==> src/proc_pkg.sv <==
// Pipeline shared types
`default_nettype none

package proc_pkg;

    // Major opcodes
    localparam logic [6:0] OP_R      = 7'b0110011;
    localparam logic [6:0] OP_IMM    = 7'b0010011;
    localparam logic [6:0] OP_LOAD   = 7'b0000011;
    localparam logic [6:0] OP_STORE  = 7'b0100011;
    localparam logic [6:0] OP_BRANCH = 7'b1100011;
    localparam logic [6:0] OP_JAL    = 7'b1101111;

    typedef enum logic [2:0] {
        ALU_ADD,
        ALU_SUB,
        ALU_AND,
        ALU_OR,
        ALU_XOR,
        ALU_SLT,
        ALU_PASSB
    } alu_op_e;

    typedef enum logic [1:0] {
        RES_ALU,
        RES_MEM,
        RES_PC4
    } res_sel_e;

    typedef enum logic [1:0] {
        FWD_RF,
        FWD_MEM,
        FWD_WB
    } fwd_sel_e;

    typedef struct packed {
        logic     reg_write;
        logic     mem_read;
        logic     mem_write;
        logic     branch;
        logic     branch_ne;
        logic     jump;
        logic     alu_src_imm;
        alu_op_e  alu_op;
        res_sel_e res_sel;
    } ctrl_t;

    typedef struct packed {
        logic        valid;
        logic [31:0] pc;
        logic [31:0] instr;
    } if_id_t;

    typedef struct packed {
        logic        valid;
        logic [31:0] pc;
        ctrl_t       ctrl;
        logic [4:0]  rs1;
        logic [4:0]  rs2;
        logic [31:0] rs1_data;
        logic [31:0] rs2_data;
        logic [4:0]  rd;
        logic [31:0] imm;
    } id_ex_t;

    typedef struct packed {
        logic        valid;
        logic [31:0] pc_plus4;
        logic        reg_write;
        logic        mem_read;
        logic        mem_write;
        res_sel_e    res_sel;
        logic [4:0]  rd;
        logic [31:0] alu_result;
        logic [31:0] store_data;
    } ex_mem_t;

    typedef struct packed {
        logic        valid;
        logic [31:0] pc_plus4;
        logic        reg_write;
        res_sel_e    res_sel;
        logic [4:0]  rd;
        logic [31:0] alu_result;
        logic [31:0] mem_data;
    } mem_wb_t;

endpackage

`default_nettype wire

==> src/fetch.sv <==
// Instruction fetch
`timescale 1ns/1ns
`default_nettype none

module fetch import proc_pkg::*; #(
    parameter logic [31:0] RESET_PC = 32'h0000_0000
) (
    input  wire logic        clk,
    input  wire logic        rst,
    input  wire logic        stall,
    input  wire logic        redirect,
    input  wire logic [31:0] redirect_pc,
    output logic      [31:0] imem_addr,
    input  wire logic [31:0] imem_data,
    output if_id_t           out_if
);

    logic [31:0] pc;

    // Redirect overrides a load-use hold
    always_ff @(posedge clk) begin
        if (rst) begin
            pc <= RESET_PC;
        end else if (redirect) begin
            pc <= redirect_pc;
        end else if (!stall) begin
            pc <= pc + 32'd4;
        end
    end

    assign imem_addr = pc;
    assign out_if    = '{valid: 1'b1, pc: pc, instr: imem_data};

endmodule

`default_nettype wire

==> config.mk <==
export PLATFORM = sky130hd
export DESIGN_NAME = fetch
export DESIGN_NICKNAME = d
export VERILOG_FILES = /design/src/proc_pkg.sv /design/src/fetch.sv
export SDC_FILE = /design/constraint.sdc
export NUM_CORES = 1
export LEC_CHECK = 0
export ABC_AREA = 0
export CORE_UTILIZATION = 39
export CTS_BUF_LIST = sky130_fd_sc_hd__clkbuf_16
export DETAILED_ROUTE_END_ITERATION = 8
export DONT_BUFFER_PORTS = 1
export PLACE_DENSITY = 0.65
export SLEW_MARGIN = 20
export SYNTH_ARGS = -nofsm -noshare
export SYNTH_HDL_FRONTEND = slang
export SYNTH_SLANG_ARGS = --single-unit
==> constraint.sdc <==
create_clock -name clk -period 4.4 [get_ports clk]
set_input_delay 0.88 -clock clk [delete_from_list [all_inputs] [get_ports clk]]
set_output_delay 0.88 -clock clk [all_outputs]
set_load 0.01 [all_outputs]
* Word-level counts from Yosys, hierarchy flattened
Index checks and enable logic that the tools add are counted.
** Storage, ports and cells
- Flip-flop bits (word level) :: 32
- Word-level logic and storage cells :: 5
** Operators by class
- Add/sub/neg operators :: 1
- Eq/ne operators :: 1
- Mux-type cells :: 2
** Operators with widths (number)
- 32-bit 2-to-1 mux :: 2
- 32-bit by 3-bit adder with 32-bit output, second input constant :: 1
- 2-bit by 1-bit != test with 1-bit output, second input constant :: 1

* Logic depth before layout (Yosys ltp)
- Word-level depth :: 3
- Gate-level depth with buffers :: 7
- Mapped depth without buffers :: 5

* Worst setup path after synthesis
No wires, ideal clock.
- Path type :: in2reg
- Start :: input redirect
- End :: register pc[2], in the netlist imem_addr[2]
- Arrival :: 2156 ps
- Required time :: 4330 ps
- Path slack :: 2173 ps
- Cell stages on the path :: 7
- Path buffers :: 4
- Cell sequence :: clkbuf_1 > inv_1 > clkbuf_1 > clkbuf_1 > clkbuf_1 > nand2_1 > a21oi_1
** On the way
- Cells in the longest elaborated chain, start to end :: 1
- Elaborated cells on any way between the ends :: 2
** Ends and longest elaborated chain
- start: declaration :: RTL line fetch.sv:11 : input wire logic redirect,
- 2-bit by 1-bit != test with 1-bit output (no line) or 32-bit 2-to-1 mux (tied branches)
- end signal: assignment :: RTL line fetch.sv:25 : pc <= redirect_pc;
- end signal: assignment :: RTL line fetch.sv:27 : pc <= pc + 32'd4;
- end: declaration :: RTL line fetch.sv:18 : logic [31:0] pc;
Parallel ways exist; a longest one is shown, timed or not.
A chain may end at the register's enable or synchronous reset.

* Worst setup path in the final report
- Start :: register pc[8], in the netlist imem_addr[8]
- End :: register pc[30], in the netlist imem_addr[30]
** On the way
- Cells in the longest elaborated chain, start to end :: 3
** Ends and longest elaborated chain
- 32-bit by 3-bit adder with 32-bit output :: RTL line fetch.sv:27
- 32-bit 2-to-1 mux :: RTL line fetch.sv:26 : end else if (!stall) begin
- 32-bit 2-to-1 mux :: RTL line fetch.sv:24 : end else if (redirect) begin
No other way between the ends. The select of a mux whose other input is x is not followed.

==> results.yml <==
finish:
  final_common_cell: "dfxtp_1"
  num-nets-final: 296
  fill_cells: 612
  finalNonFillerCells: 303
  fin_util_pct: 35.2
  final_cell_mix: "dfxtp_1, nor2_1, nand2_1, nand4_1, a211oi_1"
  antenna_cells: 0
  largest_reg_flops: 32
  final_layout_size_suffix_gt1_share_pct: 5.26
  fin_area_sq_mm: 0.00207
  area_delta_synth_final_pct: -12.6
die:
  die_w_um: 80.0
  rows: 28
  die-area_sq_mm: 0.00640
  io_pins: 165
  coreArea_sq_mm: 0.00589
  die-height_um: 80.0
  start_util_pct: 40.3
placed_design:
  port_buffers: 0
  dpl_cell_area_sq_mm: 0.00193
  place_ws_ns: 2.08
  dp_cells: 295
  dp_hpwl_um: 4090
  gp_congestion: 0.773
yosys:
  seq_area_frac_synth_pct: 27.0
  ys_warn_count: 0
  netlist_instances: 297
  synth_enable_flop_cells: 0
  ys_ff_latch: 32
  syn_nets: 366
  syn_avg_cell_area_sq_um: 7.98
  synth_cell_type_count: 51
  ys.flop_type: "dfxtp_1"
  synth_area_sq_mm: 0.00237
  synthArstFlopShare_pct: 0
timing:
  relSlewSlack_pct: 34.2
  timing.final.max_slew_violations: 0
  worstMarginPinSlew_ns: 0.986
  holdWs_ns: 0.615
  fin_ws_ns: 2.11
  max_freq_mhz: 436
  rsz0062_at_grt: "false"
  hold_viol: 0
  setup_viol: 0
  fin_worst_skew_ns: 0.00563
  final.period_utilization_pct: 52.2
  min_period_ns: 2.29
  tns_ns: 0
cts:
  cts_resized: 0
  cts.hold.buffers_added: 0
  cts_max_level: 2
  clock_sinks: 32
  post_cts_buffers: 0
  cts_tree: "built"
  clockBufferDepth: 2
  root_buffer: "clkbuf_16"
  clk_latency_ns: 0.28
  cts.clk_slew.worst_paths_ns: 0.05
  cts_buffers: 5
worst_setup_path:
  crit_path_end_kind: "register"
  arrival_ns: 2.45
  reg2reg_slack_ns: 2.11
  startpoint: "imem_addr[8]"
  startpoint_type: "register"
  critPathRequiredTime_ns: 4.55
  path_class: "reg -> reg"
  r2r-start: "imem_addr[8]"
  worst-path-max-fanout: 10
global_route:
  grt_usage_pct: 17.6
  grt_first_pass_wirelength_um: 8620
  grt_pass1_vias: 1632
  grt_max_degree: 33
  grt_overflow: 0
  antenna_found_initial: 0
routing:
  antenna_left: 0
  wl_per_cell_um: 18.9
  drcViolationCount: 0
  drt-pass1-iter-count: 4
  num_vias: 1874
  viasPerCell: 6.18
  drtIter0Drc: 81
  wirelength_um: 5720
job:
  maxCapViolCount: 0
pwr:
  p_leak_nw: 0.645
  powerDensity_mw_per_mm2: 367
  p_total_mw: 0.761
  ir_worst_vdd_mv: 0.150
outcome:
  status: "completed"
hold_path:
  hold_path.class: "reg -> reg"
  holdCritStartpoint: "imem_addr[0]"
kinds of logic (layout without fill, tap and decap cells):
group / after synthesis / in the layout / share of synthesized area (%)
and+or+nand+nor: 118 / 118 / 27.5
muxes: 3 / 3 / 1.27
other: 1 / 1 / 0.158
DFF: 32 / 32 / 27.0
adders and majority gates: 1 / 1 / 0.528
AOI/OAI and AO/OA: 49 / 49 / 16.6
buffers and inverters: 84 / 15 / 23.6
xor gates and xnor gates: 9 / 9 / 3.32
synthesized netlist by cell type, types with 2 or more instances:
master / count / area share (%)
buf_4: 65 / 21
dfxtp_1: 32 / 27
nor2_1: 29 / 4.6
nand2_1: 20 / 3.2
nand4_1: 13 / 3.4
clkbuf_1: 10 / 1.6
a211oi_1: 9 / 2.8
nand3_1: 8 / 1.7
nor4_1: 8 / 2.1
a311oi_1: 7 / 2.6
inv_1: 6 / 0.95
xor2_1: 6 / 2.2
nor3_1: 5 / 1.1
o21ai_0: 5 / 1.1
o31ai_1: 5 / 1.6
or3_1: 5 / 1.3
or4_1: 5 / 1.6
a2111oi_0: 4 / 1.5
a21oi_1: 4 / 0.84
and4_1: 4 / 1.5
and2_1: 3 / 0.79
mux2i_1: 3 / 1.3
nand2b_1: 3 / 0.79
nor2b_1: 3 / 0.79
o2111a_1: 3 / 1.4
xnor2_1: 3 / 1.1
a311o_1: 2 / 0.84
buf_1: 2 / 0.32
nand3b_1: 2 / 0.63
or2_2: 2 / 0.53
final timing paths:
check                           depth (start not counted)       endpoint
worst min-delay path                                    2   imem_addr[0]
worst max-delay path                                    4  imem_addr[30]
worst max register to register                          4  imem_addr[30]
worst min register to register                          2   imem_addr[0]
power breakdown:
part	internal, mW	switching (mW)	total (mW)
registers	0.310	0.0602	0.371
clock network	0.205	0.132	0.337
logic	0.0273	0.0259	0.0532
area by class of cell:
type,count,area (sq um),share of cell area (%)
Clock buffer,5,125,6.03
Clock inverter,3,13.8,0.664
Inverter,6,22.5,1.09
Multi-Input combinational cell,181,1170,56.4
Sequential cell,32,641,30.9
Tap cell,75,93.8,4.53
Timing Repair Buffer,1,7.51,0.362
critical path, cell delays in order (launching register included):
cell and delay (ns):
dfxtp_1 0.62, nand4_1 0.33, nor4_1 0.66, a211oi_1 0.17
a2111oi_0 0.39
metal layers:
metal | GRT usage, % | vias to the layer above | routed length [um]
met4 | 7.50 | 0 | 103
li1 | - | 890 | -
met2 | 27.4 | 79 | 2570
met5 | 0 | - | 0
met1 | 21.9 | 890 | 2540
met3 | 5.94 | 15 | 507
No activity file was read; power rests on OpenSTA's default activity.
