`src/proc_pkg.sv`:
```
// Pipeline shared types
`default_nettype none

package proc_pkg;

    // Major opcodes
    localparam logic [6:0] OP_R      = 7'b0110011;
    localparam logic [6:0] OP_IMM    = 7'b0010011;
    localparam logic [6:0] OP_LOAD   = 7'b0000011;
    localparam logic [6:0] OP_STORE  = 7'b0100011;
    localparam logic [6:0] OP_BRANCH = 7'b1100011;
    localparam logic [6:0] OP_JAL    = 7'b1101111;

    typedef enum logic [2:0] {
        ALU_ADD,
        ALU_SUB,
        ALU_AND,
        ALU_OR,
        ALU_XOR,
        ALU_SLT,
        ALU_PASSB
    } alu_op_e;

    typedef enum logic [1:0] {
        RES_ALU,
        RES_MEM,
        RES_PC4
    } res_sel_e;

    typedef enum logic [1:0] {
        FWD_RF,
        FWD_MEM,
        FWD_WB
    } fwd_sel_e;

    typedef struct packed {
        logic     reg_write;
        logic     mem_read;
        logic     mem_write;
        logic     branch;
        logic     branch_ne;
        logic     jump;
        logic     alu_src_imm;
        alu_op_e  alu_op;
        res_sel_e res_sel;
    } ctrl_t;

    typedef struct packed {
        logic        valid;
        logic [31:0] pc;
        logic [31:0] instr;
    } if_id_t;

    typedef struct packed {
        logic        valid;
        logic [31:0] pc;
        ctrl_t       ctrl;
        logic [4:0]  rs1;
        logic [4:0]  rs2;
        logic [31:0] rs1_data;
        logic [31:0] rs2_data;
        logic [4:0]  rd;
        logic [31:0] imm;
    } id_ex_t;

    typedef struct packed {
        logic        valid;
        logic [31:0] pc_plus4;
        logic        reg_write;
        logic        mem_read;
        logic        mem_write;
        res_sel_e    res_sel;
        logic [4:0]  rd;
        logic [31:0] alu_result;
        logic [31:0] store_data;
    } ex_mem_t;

    typedef struct packed {
        logic        valid;
        logic [31:0] pc_plus4;
        logic        reg_write;
        res_sel_e    res_sel;
        logic [4:0]  rd;
        logic [31:0] alu_result;
        logic [31:0] mem_data;
    } mem_wb_t;

endpackage

`default_nettype wire

```
`src/decode.sv`:
```
// Instruction decode
`timescale 1ns/1ns
`default_nettype none

module decode import proc_pkg::*; (
    input  wire logic        clk,
    input  wire logic        rst,
    input  wire if_id_t      in_if,
    input  wire logic        wb_we,
    input  wire logic [4:0]  wb_rd,
    input  wire logic [31:0] wb_data,
    output id_ex_t           out_id,
    output logic      [4:0]  rs1,
    output logic      [4:0]  rs2
);

    logic [31:0] instr;
    logic [6:0]  opcode;
    logic [2:0]  funct3;
    logic [6:0]  funct7;
    logic [31:0] rs1_data;
    logic [31:0] rs2_data;
    logic [31:0] imm;
    ctrl_t       ctrl;

    assign instr  = in_if.instr;
    assign opcode = instr[6:0];
    assign funct3 = instr[14:12];
    assign funct7 = instr[31:25];
    assign rs1    = instr[19:15];
    assign rs2    = instr[24:20];

    regfile u_regfile (
        .clk (clk),
        .rst (rst),
        .ra1 (rs1),
        .ra2 (rs2),
        .rd1 (rs1_data),
        .rd2 (rs2_data),
        .we  (wb_we),
        .wa  (wb_rd),
        .wd  (wb_data)
    );

    // Anything unrecognised falls through as a no-op
    always_comb begin
        ctrl = '0;
        imm  = '0;
        case (opcode)
            OP_R: begin
                ctrl.reg_write = 1'b1;
                case ({funct7, funct3})
                    {7'h00, 3'b000}: ctrl.alu_op = ALU_ADD;
                    {7'h20, 3'b000}: ctrl.alu_op = ALU_SUB;
                    {7'h00, 3'b111}: ctrl.alu_op = ALU_AND;
                    {7'h00, 3'b110}: ctrl.alu_op = ALU_OR;
                    {7'h00, 3'b100}: ctrl.alu_op = ALU_XOR;
                    {7'h00, 3'b010}: ctrl.alu_op = ALU_SLT;
                    default:         ctrl.reg_write = 1'b0;
                endcase
            end
            OP_IMM: begin
                imm              = {{20{instr[31]}}, instr[31:20]};
                ctrl.reg_write   = (funct3 == 3'b000);
                ctrl.alu_src_imm = 1'b1;
            end
            OP_LOAD: begin
                imm              = {{20{instr[31]}}, instr[31:20]};
                ctrl.reg_write   = (funct3 == 3'b010);
                ctrl.mem_read    = (funct3 == 3'b010);
                ctrl.alu_src_imm = 1'b1;
                ctrl.res_sel     = RES_MEM;
            end
            OP_STORE: begin
                imm              = {{20{instr[31]}}, instr[31:25], instr[11:7]};
                ctrl.mem_write   = (funct3 == 3'b010);
                ctrl.alu_src_imm = 1'b1;
            end
            OP_BRANCH: begin
                imm            = {{19{instr[31]}}, instr[31], instr[7],
                                  instr[30:25], instr[11:8], 1'b0};
                ctrl.branch    = (funct3 == 3'b000) || (funct3 == 3'b001);
                ctrl.branch_ne = (funct3 == 3'b001);
            end
            OP_JAL: begin
                imm              = {{11{instr[31]}}, instr[31], instr[19:12],
                                    instr[20], instr[30:21], 1'b0};
                ctrl.reg_write   = 1'b1;
                ctrl.jump        = 1'b1;
                ctrl.alu_src_imm = 1'b1;
                ctrl.alu_op      = ALU_PASSB;
                ctrl.res_sel     = RES_PC4;
            end
            default: ;
        endcase
    end

    assign out_id = '{valid: in_if.valid, pc: in_if.pc, ctrl: ctrl,
                      rs1: rs1, rs2: rs2, rs1_data: rs1_data, rs2_data: rs2_data,
                      rd: instr[11:7], imm: imm};

endmodule

`default_nettype wire

```
`src/regfile.sv`:
```
// Integer register file
`timescale 1ns/1ns
`default_nettype none

module regfile (
    input  wire logic        clk,
    input  wire logic        rst,
    input  wire logic [4:0]  ra1,
    input  wire logic [4:0]  ra2,
    output logic      [31:0] rd1,
    output logic      [31:0] rd2,
    input  wire logic        we,
    input  wire logic [4:0]  wa,
    input  wire logic [31:0] wd
);

    logic [31:0] regs [0:31];

    always_ff @(posedge clk) begin
        if (rst) begin
            for (int i = 0; i < 32; i++) begin
                regs[i] <= '0;
            end
        end else if (we && wa != 5'd0) begin
            regs[wa] <= wd;
        end
    end

    // Same-cycle writeback bypass
    assign rd1 = (ra1 == 5'd0) ? 32'd0 : (we && wa == ra1) ? wd : regs[ra1];
    assign rd2 = (ra2 == 5'd0) ? 32'd0 : (we && wa == ra2) ? wd : regs[ra2];

    a_x0_zero: assert property (@(posedge clk) disable iff (rst) regs[0] == 32'd0)
        else $error("regfile: x0 holds %h", regs[0]);

endmodule

`default_nettype wire

```
`config.mk`:
```
export PLATFORM = sky130hd
export DESIGN_NAME = decode
export DESIGN_NICKNAME = d
export VERILOG_FILES = /design/src/proc_pkg.sv /design/src/decode.sv /design/src/regfile.sv
export SDC_FILE = /design/constraint.sdc
export NUM_CORES = 2
export LEC_CHECK = 0
export BUFFER_PORTS_ARGS = -buffer_cell sky130_fd_sc_hd__buf_2
export CORE_ASPECT_RATIO = 1.4
export CORE_UTILIZATION = 50
export CTS_CLUSTER_DIAMETER = 40
export DETAILED_ROUTE_END_ITERATION = 12
export PLACE_DENSITY = 0.67
export SLEW_MARGIN = 30
export SYNTH_ARGS = -nofsm -noshare
export SYNTH_HDL_FRONTEND = slang
export SYNTH_HIERARCHICAL = 1
export SYNTH_SLANG_ARGS = --single-unit
```
`constraint.sdc`:
```
create_clock -name clk -period 2.87 [get_ports clk]
set_input_delay 0.574 -clock clk [delete_from_list [all_inputs] [get_ports clk]]
set_output_delay 0.574 -clock clk [all_outputs]
set_load 0.005 [all_outputs]
```
=== Word-level counts from Yosys, hierarchy flattened ===
Memories as Yosys holds them, arrays and structs flattened.
Cells that the tools add are included.

* Register bits: 0
* Memory bits (writable): 1,024
* Bits of input ports: 105
* Output and inout bits: 166
* Logic and storage cells: 52
* Memories kept: 1

{| class="wikitable"
|+ Memory list
! name !! words !! bits a word !! rd ports !! clocked after Yosys merged registers in !! write ports !! RTL line !! text
|-
| u_regfile.regs || 32 || 32 || 2 || 0 || 32 || regfile.sv:17 || <nowiki>logic [31:0] regs [0:31];</nowiki>
|}

* Equal/unequal tests: 15
* Multiplexer cells: 23
* Reduce and logical (&&, ||, !) cells: 13

{| class="wikitable"
|+ Operator list
! operator !! count
|-
| two-way mux 32 bit || 5
|-
| one-hot mux 32 bit (4 select lines) || 1
|-
| OR reduction 32 bit || 1
|-
| equality test 10 x 3 -> 1 bit, second input constant || 3
|-
| one-hot mux 3 bit (5 select lines) || 1
|-
| equality test 7 x 6 -> 1 bit, second input constant || 2
|-
| equality test 7 bit, second input constant || 2
|-
| two-way mux 1 bit || 11
|-
| equality test 10 x 2 -> 1 bit, second input constant || 1
|-
| equality test 10 x 9 -> 1 bit, second input constant || 1
|-
| equality test 5 bit || 2
|-
| logical NOT 10 bit || 1
|-
| logical NOT 5 bit || 2
|-
| equality test 7 x 2 -> 1 bit, second input constant || 1
|-
| equality test 7 x 5 -> 1 bit, second input constant || 1
|-
| one-hot mux 3 bit (2 select lines) || 1
|-
| OR reduction 6 bit || 1
|-
| two-way mux 5 bit || 1
|-
| nonzero test 5 bit || 1
|-
| one-hot mux 1 bit (4 select lines) || 1
|-
| one-hot mux 2 bit (2 select lines) || 1
|-
| OR reduction 4 bit || 1
|-
| equality test 3 x 1 -> 1 bit, second input constant || 1
|-
| equality test 3 x 2 -> 1 bit, second input constant || 1
|-
| 5 further kinds || 7
|}

=== Logic depth before layout (Yosys ltp) ===
* Depth after elaboration: 7
* Gate-level depth with buffers: 9
* Gate-level depth less buffers: 5

=== By module ===
The synthesis kept the hierarchy.

{| class="wikitable"
|+ By module, submodules not included
! module !! instances !! cells each !! area each (um^2) !! sequential area each (um^2)
|-
| regfile || 1 || 3,802 || 55,061.6 || 30,749.5
|-
| decode || 1 || 152 || 1,069.8 || 0.0
|}

=== Worst setup path before layout ===
No wires, ideal clock.

* Kind: input-to-output
* Start point: in in_if[6] (netlist bit)
* End point: out out_id[21] (netlist bit)
* Data arrival time: 2.212 ns
* Data required time: 2.296 ns
* Setup slack: 0.084 ns
* Stages: 6
* Path buffers: 3
* Cell sequence: buf_6 > and3_4 > buf_6 > a22oi_1 > nor3b_1 > buf_4

{| class="wikitable"
|+ RTL lines
! what !! RTL line !! text
|-
| start, declared || decode.sv:8 || <nowiki>input wire if_id_t in_if,</nowiki>
|-
| end, declared || decode.sv:12 || <nowiki>output id_ex_t out_id,</nowiki>
|}

==> impl_metrics.ini <==
[run_status]
status = finished, violations left
violations = negative setup slack

[power]
power_leakage_nw = 25.7
pwr-share-seq_pct = 44.7
power_switching_mw = 10.6
power_density_nw_per_um2 = 572
netSwitchingFraction_pct = 26.6
pwr-share-comb_pct = 15.6
total_power_mw = 39.6
p_int_mw = 29.1
clkPwrFrac_pct = 39.7
vdd_ir_drop_max_mv = 0.574

[grt]
antenna_found_initial = 23
overflow = 0
grt_pass1_vias = 41584
grt_use_total_pct = 39.7
met1_usage_pct = 46.0
use_met3_pct = 10.1
grt_max_degree = 48
top_usage_layer = met2
grt_pass1_wl_mm = 312
use_met2_pct = 62.0

[sta]
rsz0062_at_grt = true
fin_tns_setup_ns = -12.01
finalCritPeriodShare_pct = 112
final-setup-viol-count = 64
holdWs_ns = 0.298
fmax_mhz = 311
drv_slew = 0
finalCriticalPeriod_ns = 3.22
max_slew_margin_pct = 45.6
final_hold_viol_count = 0
tightest_slew_ns = 0.816
fin_ws_ns = -0.347

[floorplan]
pin_count = 271
die_w_um = 285
die_y_um = 398
core_area_sq_um = 111000
die_area_sq_um = 114000
initial_core_util_pct = 50.4
num_rows = 145

[yosys]
ys_ff_latch = 1024
ys_warn_count = 6
synth_top_cell_area_share_pct = 54.8
syn_avg_cell_area_sq_um = 14.2
seq_area_frac_synth_pct = 54.8
netlist_instances = 3954
synth.distinct_cells = 67
synth_area_leaders = edfxtp_1 (55%), mux4_2 (15%), and2_1 (11%)
synth_largest_area_cell = edfxtp_1
syn_area_sq_um = 56100
async_reset_ff_share_pct = 0
ys.flop_type = edfxtp_1
synth_edf_count = 1024

[clock_network]
cts_tree = yes
cts_hold_buffers = 0
htree_levels = 3
cts_buffers = 119
clk_pin_slew_worst_paths_ns = 0.06
cts_max_path_buffers = 3
root_buffer = clkbuf_16
cts.sinks = 1024

[final_layout]
regMostFlops = u_regfile/regs
mostFrequentLayoutCell = edfxtp_1
layout_common_cells = edfxtp_1 (1024), and2_1 (996), buf_4 (407), mux4_2 (375), mux2i_1 (312)
drive_above_1_share_pct = 37.9
reg_top3 = u_regfile/regs (1024)
stdcell_count = 6002
nets = 4523
syn2layout_area_growth_pct = 23.5
largest_reg_flops = 1024

[routing]
routedWlPerCell_um = 38.1
vias = 41873
dr.pass1.iters = 6
drt_wl_total_mm = 229
avgViaCountPerCell = 6.98
drcViolationCount = 0
drt_iter0_markers = 6661
postRouteAntennaNets = 0

[placement]
port_buffers = 204
hpwl_mm = 143
dp_cells = 5663
pre_cts_ws_ns = -0.449
place_congestion = 0.980

[critical_path]
path_cells = mux4_2 > a211oi_4 > o21ai_4 > a32o_2 > buf_2
required_ns = 2.30
cp_top_family = compound AO/OA/AOI/OAI gates
cp_data_arrival_time_ns = 2.64
slowest_delay_ns = 0.54
crit_start = u_regfile/regs[13][11]
crit_path_end_kind = output port
path_buf_inv = 1
crit_fanout = 2
crit_slowest_cell = mux4_2
critical_path_class = reg2out
cp-start-kind = flip-flop

[hold_path]
hold_path.class = in2reg
hp-start = wb_data[24]

[run]
maxCapViolCount = 0
==> routing by layer <==
metal | vias up | share of wire, % | wire, um
met5 | - | 0.090 | 207
met1 | 21008 | 32 | 72700
met2 | 3713 | 45 | 104000
met4 | 20 | 9.8 | 22400
met3 | 1090 | 13 | 29800
li1 | 16042 | - | -
==> power groups by stage <==
stage | Sequential [mW] | Combinational, mW | Clock [mW]
2_1_floorplan | 17.8 | 2.83 | 0
3_3_place_gp | 17.9 | 5.21 | 0
3_5_place_dp | 18.0 | 5.25 | 0
4_1_cts | 17.7 | 5.79 | 15.7
5_1_grt | 17.8 | 6.25 | 16.3
6_report | 17.7 | 6.19 | 15.7
==> cells by family after synthesis <==
family	share of synthesized area [%]
AO/OA/AOI/OAI	6.15
multiplexers	21.1
other	0.00668
AND/OR/NAND/NOR	13.3
XOR/XNOR	0.187
flip-flops	54.8
buffers and inverters	4.50
==> synthesized netlist by cell type (all sizes together), types with 27 or more instances <==
cell / n
buf: 209
mux4: 375
nor2: 54
o21ai: 67
o22ai: 37
and2: 999
a21oi: 67
clkbuf: 280
or2: 34
nand2: 75
edfxtp: 1024
a221oi: 27
o221ai: 38
a211oi: 32
a32o: 36
mux2i: 331
a22oi: 109
==> final cells by class <==
cell class | count | area (sq um)
fill | 8216 | 42100
sequential | 1024 | 30700
multi-input combinational | 2467 | 24500
timing repair buffer | 801 | 8100
clock buffer | 134 | 3080
tap | 1470 | 1840
clock inverter | 91 | 995
antenna | 10 | 25.0
inverter | 5 | 18.8
==> stage by stage <==
stage,utilization (%),area (sq um)
6_report,62.2,69300
3_3_place_gp,55.7,62000
4_1_cts,61.4,68400
5_1_grt,62.2,69300
3_5_place_dp,55.7,62000
2_1_floorplan,-,56200
==> final timing paths <==
check / end / slack [ns] / depth (start not counted)
worst max-delay path: out_id[48] / -0.35 / 5
worst min-delay path: u_regfile/regs[4][24] / 0.30 / 2
==> what timing repair did <==
action                                  in CTS  in global routing
cloned                                      16                  9
pin swaps                                  127                 85
resized for setup                          322                109
endpoints found under the hold margin        0                  0
setup buffers                               49                 39
endpoints found under the setup margin      64                 64
(Power assumes the default switching activity.)
