## config.mk

```make
export PLATFORM = sky130hd
export DESIGN_NAME = hazard_unit
export DESIGN_NICKNAME = d
export VERILOG_FILES = /design/src/proc_pkg.sv /design/src/hazard_unit.sv
export SDC_FILE = /design/constraint.sdc
export NUM_CORES = 1
export LEC_CHECK = 0
export ABC_AREA = 1
export BUFFER_PORTS_ARGS = -buffer_cell sky130_fd_sc_hd__buf_2
export CORE_AREA = 2 2 40 42
export DETAILED_ROUTE_END_ITERATION = 6
export DIE_AREA = 0 0 42 44
export PLACE_DENSITY = 0.8
export SLEW_MARGIN = 10
export SYNTH_ARGS = -nofsm -noshare
export SYNTH_HDL_FRONTEND = slang
export SYNTH_SLANG_ARGS = --single-unit
```

## constraint.sdc

```tcl
create_clock -name vclk -period 1.02
set_clock_uncertainty 0.2 [all_clocks]
set_input_delay 0.102 -clock vclk [all_inputs]
set_output_delay 0.102 -clock vclk [all_outputs]
set_load 0.02 [all_outputs]
```

## src/proc_pkg.sv

```systemverilog
// Pipeline shared types
`default_nettype none

package proc_pkg;

    // Major opcodes
    localparam logic [6:0] OP_R      = 7'b0110011;
    localparam logic [6:0] OP_IMM    = 7'b0010011;
    localparam logic [6:0] OP_LOAD   = 7'b0000011;
    localparam logic [6:0] OP_STORE  = 7'b0100011;
    localparam logic [6:0] OP_BRANCH = 7'b1100011;
    localparam logic [6:0] OP_JAL    = 7'b1101111;

    typedef enum logic [2:0] {
        ALU_ADD,
        ALU_SUB,
        ALU_AND,
        ALU_OR,
        ALU_XOR,
        ALU_SLT,
        ALU_PASSB
    } alu_op_e;

    typedef enum logic [1:0] {
        RES_ALU,
        RES_MEM,
        RES_PC4
    } res_sel_e;

    typedef enum logic [1:0] {
        FWD_RF,
        FWD_MEM,
        FWD_WB
    } fwd_sel_e;

    typedef struct packed {
        logic     reg_write;
        logic     mem_read;
        logic     mem_write;
        logic     branch;
        logic     branch_ne;
        logic     jump;
        logic     alu_src_imm;
        alu_op_e  alu_op;
        res_sel_e res_sel;
    } ctrl_t;

    typedef struct packed {
        logic        valid;
        logic [31:0] pc;
        logic [31:0] instr;
    } if_id_t;

    typedef struct packed {
        logic        valid;
        logic [31:0] pc;
        ctrl_t       ctrl;
        logic [4:0]  rs1;
        logic [4:0]  rs2;
        logic [31:0] rs1_data;
        logic [31:0] rs2_data;
        logic [4:0]  rd;
        logic [31:0] imm;
    } id_ex_t;

    typedef struct packed {
        logic        valid;
        logic [31:0] pc_plus4;
        logic        reg_write;
        logic        mem_read;
        logic        mem_write;
        res_sel_e    res_sel;
        logic [4:0]  rd;
        logic [31:0] alu_result;
        logic [31:0] store_data;
    } ex_mem_t;

    typedef struct packed {
        logic        valid;
        logic [31:0] pc_plus4;
        logic        reg_write;
        res_sel_e    res_sel;
        logic [4:0]  rd;
        logic [31:0] alu_result;
        logic [31:0] mem_data;
    } mem_wb_t;

endpackage

`default_nettype wire

```

## src/hazard_unit.sv

```systemverilog
// Forwarding and hazard control
`timescale 1ns/1ns
`default_nettype none

module hazard_unit import proc_pkg::*; (
    input  wire logic [4:0] rs1_d,
    input  wire logic [4:0] rs2_d,
    input  wire logic [4:0] rs1_e,
    input  wire logic [4:0] rs2_e,
    input  wire logic [4:0] rd_e,
    input  wire logic       mem_read_e,
    input  wire logic [4:0] rd_m,
    input  wire logic       reg_write_m,
    input  wire logic [4:0] rd_w,
    input  wire logic       reg_write_w,
    input  wire logic       redirect,
    output logic            stall_f,
    output logic            stall_d,
    output logic            flush_d,
    output logic            flush_e,
    output fwd_sel_e        fwd_a,
    output fwd_sel_e        fwd_b
);

    logic load_use;

    // Youngest producer wins
    assign fwd_a = (reg_write_m && rd_m != 5'd0 && rd_m == rs1_e) ? FWD_MEM :
                   (reg_write_w && rd_w != 5'd0 && rd_w == rs1_e) ? FWD_WB : FWD_RF;
    assign fwd_b = (reg_write_m && rd_m != 5'd0 && rd_m == rs2_e) ? FWD_MEM :
                   (reg_write_w && rd_w != 5'd0 && rd_w == rs2_e) ? FWD_WB : FWD_RF;

    assign load_use = mem_read_e && rd_e != 5'd0 && (rd_e == rs1_d || rd_e == rs2_d);

    assign stall_f = load_use;
    assign stall_d = load_use;
    assign flush_d = redirect;
    // Bubble into execute for either case
    assign flush_e = redirect || load_use;

endmodule

`default_nettype wire

```

# After elaboration in Yosys (flattened, before gate mapping)
# Cells that the tools add are included.
# Widths: inputs -> output; s select.
# classes
addsub	0
multipliers	0
div_mod_pow	0
magnitude_cmp	0
n_eq_ne	6
shift	0
mux	4
n_bitwise	0
reduce_logical	13
# ops
cell	n
$eq 5x5->1	6
$reduce_bool 5->1	3
$logic_and 1x1->1	8
$mux 2	4
$logic_or 1x1->1	2
# word_totals
regBits	0
latchBits	0
mem_bits_rw	0
rom_bits	0
n_memories	0

# Depth between registers and ports, before layout
# Gate-level depths: netlist of run 1.
# logic_depth
ltp_word	5
mapped_depth	9
depth_no_buf	8

# Worst setup path after synthesis of run 1
# OpenSTA, ideal clock, no wires.
# synth_timing
path_type	input-to-output
from	in rd_m[1]
to	out fwd_a[1]
arrival_ns	0.873
t_required_ns	0.718
path_slack_ns	-0.155
cell_stages	4
path_buffers	0
cell_sequence	xnor2_1 nand2_1 nor3_2 nor2_1
# synth_between
elab_chain_cells	4
elab_cells_between_ends	5
classes_between	eq/ne (1); mux (1); reduce/logical (3)
# synth_lines
item	line	rtl
start, declared	hazard_unit.sv:12	input wire logic [4:0] rd_m,
$reduce_bool 5->1	hazard_unit.sv:28	assign fwd_a = (reg_write_m && rd_m != 5'd0 && rd_m == rs1_e) ? FWD_MEM :
$logic_and 1x1->1	hazard_unit.sv:28	
$logic_and 1x1->1 *	hazard_unit.sv:28	
$mux 2 *	hazard_unit.sv:28	
end, declared	hazard_unit.sv:21	output fwd_sel_e fwd_a,
# Mark *: on every way between the ends. The rest lies on a longest branch, timed or not.

# Worst setup path in the final report of run 1
# layout_timing
from	in rd_m[0]
to	out fwd_b[1]
# layout_between
elab_chain_cells	4
elab_cells_between_ends	5
classes_between	eq/ne (1); mux (1); reduce/logical (3)
# layout_lines
item	line	rtl
$reduce_bool 5->1	hazard_unit.sv:30	assign fwd_b = (reg_write_m && rd_m != 5'd0 && rd_m == rs2_e) ? FWD_MEM :
$logic_and 1x1->1	hazard_unit.sv:30	
$logic_and 1x1->1 *	hazard_unit.sv:30	
$mux 2 *	hazard_unit.sv:30	
end, declared	hazard_unit.sv:22	output fwd_sel_e fwd_b
# Marked as above.

==> impl_results.md, run 1 <==
* Combinational share of power at 1.000
* Row cnt at 14
* Status: finished with violations
* Wirelength per Cell at 11.8 um
* Sw Pwr at 0.000222 W
* CORE AREA at 0.00142 sq mm
* Yosys top cell area share at 0.266
* Vias after detailed routing at 789
* Filler cell count at 94
* Part of the power in registers at 0
* Antenna diodes at 0
* Synthesized instance count at 101
* Layout area overhead at 120%
* Die area at 0.00185 sq mm
* Leading area contributor after synthesis: xnor2_1
* Finished Cell Area at 0.00116 sq mm
* Int Power at 0.000274 W
* Mean Syn Cell Area at 5.22 sq um
* Worst hold path class: in -> out
* Cts hold-fix bufs at 0
* Fin. Hold Viols at 0
* RSZ-0062 raised after global routing: yes
* CP peak stage delay at 210 ps
* CP startpoint kind: input pin
* HPWL after DPL at 1300 um
* Final worst setup slack at -223 ps
* Number of global-route vias before repair at 767
* Global Route Usage Sum at 0.184
* Layout cells sized above 1 at 0.591
* Antenna violations before repair at 0
* Non-Filler Instances at 165
* ANT nets after route at 0
* Crit path arrival time at 940 ps
* Pwr/cell area at 428 mW/mm^2
* Placed insts at 164
* WHS at 238 ps
* Syn Std Cell Area at 527 sq um
* Total gr overflow at 0
* Initial DRC count at 5
* Port bufs at 47
* Cell breakdown of the critical path: buf_6 > xnor2_2 > nand3_2 > nor3_4 > nor2_1 > buf_4
* Fin crit share at 1.22
* Slew Limit Headroom at 0.880
* Die Span Y at 44 um
* Sw Ratio at 0.447
* YS warnings at 0
* Met1 usage in global routing at 0.181
* Nets at 190
* Seq/Total Area, Yosys at 0
* First-pass GRT wire length at 2770 um
* IO Pins at 47
* GRT Max-Usage Layer: met2
* Seq. cell area at 0 sq um
* Clock buffer count at 0
* Initial Util at 0.371
* Grt met3 use at 0.00417
* CP max FO at 3
* Die X-Extent at 42 um
* Fin. max-slew vios at 0
* Top cells by area, synth: xnor2_1 (27%), nand2_1 (24%), nor2_1 (10%)
* Router iterations before antenna repair at 4
* Vias per cell at 4.78
* Final Setup Violations at 7
* # DRC at 0
* Failing checks: negative setup slack
* Routing usage on met2 at 0.431
* Worst slew pin tran at 180 ps
* Leakage at 0.634 nW
* CP endpoint kind: output port
* GP Congestion at 0.789
* Required time of the critical path at 720 ps
* Cell variety after synth at 13
* Clock group share of total power at 0
* Routed WL at 1960 um
* Period minus WS final at 1240 ps
* Fmax at 804 MHz
* Mapped Nets at 140
* Seq Cell Count at 0
* Peak supply drop at 0.000302 V
* Maxcap violations at 0
* Critical Path Slowest Stage Cell: nor3_4
* Placed cell area at 795 sq um
* Largest net degree at the start of global routing at 5
* Critical path class: in -> out
## metrics by stage
step / setup slack, ps / utilization / power [W] / setup TNS (ps)
floorplan: -77.2 / - / 0.000177 / -162
global placement: -175 / 0.560 / 0.000311 / -1120
detailed placement: -197 / 0.560 / 0.000321 / -1230
CTS: -169 / 0.625 / 0.000358 / -1080
global route: -261 / 0.817 / 0.000533 / -1560
finish: -223 / 0.817 / 0.000497 / -1120
## final cells by class
cell class / count / area, sq um / area share
multi-input combinational: 82 / 623 / 0.537
tap: 16 / 20.0 / 0.0173
inverter: 17 / 68.8 / 0.0593
timing repair buffer: 50 / 448 / 0.386
## cells in the final DEF (no fill, tap or decap), types with 4 or more instances in the layout
master / n
xnor2_1: 5
buf_8: 6
nand2_2: 9
xnor2_2: 9
buf_2: 16
inv_2: 7
nand2_1: 25
nand3_1: 4
xor2_1: 6
inv_1: 8
buf_4: 10
buf_6: 18
nor2_1: 11
## cells in the mapped netlist, drive strengths merged
master	n
buf	2
clkinv	1
inv	16
nand2	34
nand3	6
nand3b	1
nor2	14
nor3	5
xnor2	16
xor2	6
## cells by family (layout without fill, tap and decap cells)
kind of cell | after synthesis | count (layout) | share of synthesized area
buffers and inverters | 19 | 67 | 0.150
xor gates and xnor gates | 22 | 22 | 0.366
and+or+nand+nor | 60 | 60 | 0.485
## worst max-delay path, delay by kind of cell
| family | cells | cell delay, ps |
|---|---|---|
| and+or+nand+nor | 3 | 400 |
| buffers and inverters | 2 | 260 |
| xor gates and xnor gates | 1 | 180 |
## worst paths after layout
kind,start,endpoint,slack (ps),cells after the start
worst min-delay path,redirect,flush_d,240,2
worst max-delay path,rd_m[0],fwd_b[1],-220,6
## per-layer routing
layer	share of wire	routed length (um)
met5	0	0
met4	0.011	21
met1	0.33	649
met3	0.064	126
met2	0.59	1160
## repair_timing
item                       in CTS  in global routing
gates resized for setup        27                 62
setup buffers                   0                  1
setup endpoints to repair       7                  7
pin swaps                      16                 34
hold endpoints to repair        0                  0
## power by group through the flow
stage	Clock, W	Sequential (W)	Combinational (W)
finish	0	0	0.000497
global route	0	0	0.000533
CTS	0	0	0.000358
detailed placement	0	0	0.000321
global placement	0	0	0.000311
floorplan	0	0	0.000177
(Power assumes the default switching activity.)
==> run 2, diff against run 1 <==
==> constraint.sdc (replaced) <==
create_clock -name vclk -period 1.02
set_clock_uncertainty 0.2 [all_clocks]
set_input_delay 0.051 -clock vclk [all_inputs]
set_output_delay 0.051 -clock vclk [all_outputs]
set_load 0.02 [all_outputs]
==> run 2 against run 1 <==
Compared with the run above:
- the run still ends with negative setup slack left
- final area shrank 4.4%
- critical path type unchanged
- worst setup slack gained 87 ps
- total power shrank 4.3%
- first-iteration DRC count grew 120%
- global-route usage grew 1.4 points
- sequential share of layout area is the same
- critical path depth is the same
- largest cell class unchanged
==> impl_results.md, run 2 (synthesized netlist as in run 1, its figures left out) <==
* Critical Path Slowest Stage Cell: nor3_4
* Die Span Y at 44 um
* Final core occ at 0.781
* Routed WL at 1910 um
* Layout area overhead at 110%
* Fin. max-slew vios at 0
* Router iterations before antenna repair at 4
* WHS at 138 ps
* Port bufs at 47
* Failing checks: negative setup slack
* Vias after detailed routing at 768
* Filler cell count at 92
* Global Route Usage Sum at 0.198
* Peak supply drop at 0.000301 V
* WP buf/inv at 2
* Fmax at 865 MHz
* Row cnt at 14
* CP peak stage delay at 210 ps
* Period minus WS final at 1160 ps
* WHS Path Cells at 2
* Antenna violations before repair at 0
* Nets at 189
* Final Setup Violations at 7
* Antenna diodes at 0
* Sw Pwr at 0.000221 W
* Seq Cell Count at 0
* Status: finished with violations
* Die area at 0.00185 sq mm
* Initial Util at 0.371
* Wirelength per Cell at 11.6 um
* Maxcap violations at 0
* First-pass GRT wire length at 2900 um
* Combinational share of power at 1.000
* Most frequent cells in the layout: buf_2 (24), nand2_1 (23), buf_6 (13)
* Layout cells sized above 1 at 0.588
* # DRC at 0
* CP startpoint kind: input pin
* Pwr/cell area at 429 mW/mm^2
* HPWL after DPL at 1340 um
* CORE AREA at 0.00142 sq mm
* Cts hold-fix bufs at 0
* RSZ-0062 raised after global routing: yes
* Slew Limit Headroom at 0.886
* Leakage at 0.609 nW
* CP endpoint kind: output port
* Number of global-route vias before repair at 713
* Vias per cell at 4.68
* Die X-Extent at 42 um
* IO Pins at 47
* Seq. cell area at 0 sq um
* Worst path top cell family by delay: simple AND/OR/NAND/NOR gates
* Fin crit share at 1.13
* Critical path class: in -> out
* Most common cell after layout, fill and taps aside: buf_2
* Crit path arrival time at 900 ps
* PnR Total Power at 0.000475 W
* Largest net degree at the start of global routing at 5
* GP Congestion at 0.827
* Sw Ratio at 0.464
* Worst slew pin tran at 171 ps
* Initial DRC count at 11
* Cell count along the critical path at 6
* Required time of the critical path at 770 ps
* Clock buffer count at 0
* Final worst setup slack at -136 ps
* Fin. Hold Viols at 0
* Clock group share of total power at 0
* Part of the power in registers at 0
* Worst hold path class: in -> out
* Total gr overflow at 0
* CP max FO at 2
* ANT nets after route at 0
* Int Power at 0.000254 W
* Cell breakdown of the critical path: buf_8 > xnor2_2 > nand3_2 > nor3_4 > nor2_1 > buf_4
-- run 2: cell types whose count changed in the layout (fill, tap and decap cells not counted), sizes merged --
cell  change
buf       -1
-- run 2: per-stage QoR --
stage	instance area [sq um]	TNS (ps)	worst slack, ps	std cells
after global routing	1110	-1010	-175	164
after CTS	917	-339	-77.3	164
after global placement	795	-404	-65.2	164
after detailed placement	795	-571	-119	164
after floorplan	539	0	13.8	101
final	1110	-503	-136	164
-- run 2: power by group through the flow --
stage	clock network, W	registers, W	logic (W)
6_report	0	0	0.000475
5_1_grt	0	0	0.000515
4_1_cts	0	0	0.000377
3_5_place_dp	0	0	0.000322
3_3_place_gp	0	0	0.000312
2_1_floorplan	0	0	0.000175
-- run 2: repair_timing --
action,in CTS,in global routing
pin swaps,15,24
buffers inserted,0,0
resized for setup,36,46
endpoints found under the setup margin,7,7
-- run 2: layer usage --
| layer | vias up | GRT usage | routed length (um) |
|---|---|---|---|
| met4 | 0 | 0 | 55 |
| met2 | 42 | 0.428 | 1070 |
| met5 | - | 0 | 0 |
| met1 | 325 | 0.223 | 638 |
| li1 | 395 | - | - |
| met3 | 6 | 0.00833 | 147 |
-- run 2: layout make-up --
cell class | instances | area, sq um | share of cell area
timing repair buffer | 49 | 409 | 0.369
multi-input combinational | 82 | 611 | 0.551
tap | 16 | 20.0 | 0.0181
inverter | 17 | 68.8 | 0.0621
-- run 2: worst paths after layout --
check / start / end
worst max-delay path: rs2_e[0] / fwd_b[1]
worst min-delay path: redirect / flush_d
==> run 3, diff against run 2 <==
CORE_AREA = 2 2 39 41   (was 2 2 40 42)
DIE_AREA = 0 0 41 43   (was 0 0 42 44)
PLACE_DENSITY = 0.84   (was 0.8)
clock period = 1.5 ns   (was 1.02 ns; I/O delays follow)
==> run 3 against run 2 <==
Compared with the run above:
- the run now ends clean
- core utilization decreased by 23 points
- sequential share of layout area unchanged
- clock-buffer cell count did not move
- first-iteration DRC count shrank 27%
- die area shrank 4.6%
- combinational power decreased by 56%
- critical path depth is the same
- final area is 31% lower
- total power down 56%
- global-route usage shrank 4.7 points
- critical endpoint unchanged
- largest power group unchanged
==> impl_results.md, run 3 (synthesized netlist as in run 1, its figures left out) <==
* Post-CTS Setup Bufs at 0
* Die X-Extent at 41 um
* CTS resizes at 0
* Sw Pwr at 0.000107 W
* CP max FO at 2
* Router iterations before antenna repair at 4
* Fmax at 845 MHz
* Required time of the critical path at 1220 ps
* Int Power at 0.000101 W
* WHS at 183 ps
* IO Pins at 47
* CP peak stage delay at 210 ps
* Global Route Usage Sum at 0.151
* Sw Ratio at 0.515
* Clock buffer count at 0
* Pwr/cell area at 271 mW/mm^2
* CORE AREA at 0.00138 sq mm
* Maxcap violations at 0
* WHS Path Cells at 2
* Filler cell count at 141
* CP most frequent cell: buf_2
* Final Setup Violations at 0
* GP Congestion at 0.711
* Die area at 0.00176 sq mm
* # DRC at 0
* Fin. max-slew vios at 0
* Largest net degree at the start of global routing at 5
* Layout area overhead at 45.6%
* ANT nets after route at 0
* Fin crit share at 0.789
* Cts hold-fix bufs at 0
* Combinational share of power at 1.000
* Leakage at 0.474 nW
* Antenna violations before repair at 0
* Cell breakdown of the critical path: buf_2 > xor2_1 > nor3_1 > nand2_1 > nor2_1 > buf_2
* Nets at 187
* Period minus WS final at 1180 ps
* Routed WL at 1370 um
* Vias per cell at 4.56
* Critical path class: in -> out
* Clock group share of total power at 0
* Critical Path Slowest Stage Cell: nor3_1
* HP Start: redirect
* Number of global-route vias before repair at 617
* Final setup TNS at 0 ps
* RSZ-0062 raised after global routing: no
* Slew Limit Headroom at 0.871
* HPWL after DPL at 1270 um
* Row cnt at 14
* Most frequent cells in the layout: buf_2 (47), nand2_1 (33), xnor2_1 (16)
* Worst hold path class: in -> out
* Total gr overflow at 0
* Most common cell after layout, fill and taps aside: buf_2
* Fin. Hold Viols at 0
* Crit path arrival time at 910 ps
* Vias after detailed routing at 738
* Wirelength per Cell at 8.48 um
* Die Span Y at 43 um
* Antenna diodes at 0
* Hold path endpoint: flush_d
* Initial DRC count at 8
* Seq. cell area at 0 sq um
* Seq Cell Count at 0
* Layout cells sized above 1 at 0.377
* CP startpoint kind: input pin
* Part of the power in registers at 0
* CP endpoint kind: output port
* First-pass GRT wire length at 1950 um
* Status: finished, final reports clean
* Port bufs at 47
* Peak supply drop at 0.000125 V
* Initial Util at 0.381
* Worst slew pin tran at 192 ps
run 3: cell count changes in the layout (fill, tap and decap cells not counted), sizes merged:
cell | before | now
buf | 49 | 47
clkinv | 0 | 1
inv | 17 | 16
run 3: layer usage:
metal	wire length, um	track usage
met1	520	0.130
met2	724	0.344
met5	0	0
met3	128	0
met4	0	0
run 3: worst max-delay path by stage:
| stage | end | cells after the start | startpoint | slack [ps] |
|---|---|---|---|---|
| finish | fwd_b[1] | 6 | rs2_e[0] | 320 |
| global route | stall_d | 10 | rd_e[2] | 240 |
| CTS | fwd_b[1] | 6 | rs2_e[0] | 310 |
| detailed placement | fwd_b[1] | 6 | rs2_e[0] | 310 |
| global placement | stall_f | 10 | rd_e[4] | 360 |
| floorplan | fwd_a[1] | 4 | rd_m[1] | 380 |
run 3: worst max-delay path, delay by kind of cell:
kind | cells | cell delay [ps]
xor+xnor | 1 | 160
buf+inv | 2 | 280
simple gates | 3 | 390
run 3: power groups by stage:
stage          registers [W]  logic [W]  clock network (W)
3_5_place_dp               0   0.000209                  0
6_report                   0   0.000208                  0
2_1_floorplan              0   0.000114                  0
5_1_grt                    0   0.000232                  0
3_3_place_gp               0   0.000202                  0
4_1_cts                    0   0.000210                  0
run 3: cell type report:
class	count	area, sq um	area share
Multi-Input combinational cell	82	448	0.584
Timing Repair Buffer	47	235	0.307
Inverter	17	63.8	0.0832
Tap cell	16	20.0	0.0261
run 3: through the flow:
step           cells   util  cell area (sq um)  total power (W)  setup slack (ps)
6_report         162  0.554                767         0.000208               317
5_1_grt          162  0.554                767         0.000232               244
4_1_cts          162  0.554                767         0.000210               305
3_5_place_dp     162  0.554                767         0.000209               313
3_3_place_gp     162  0.554                767         0.000202               362
2_1_floorplan    101      -                527         0.000114               379
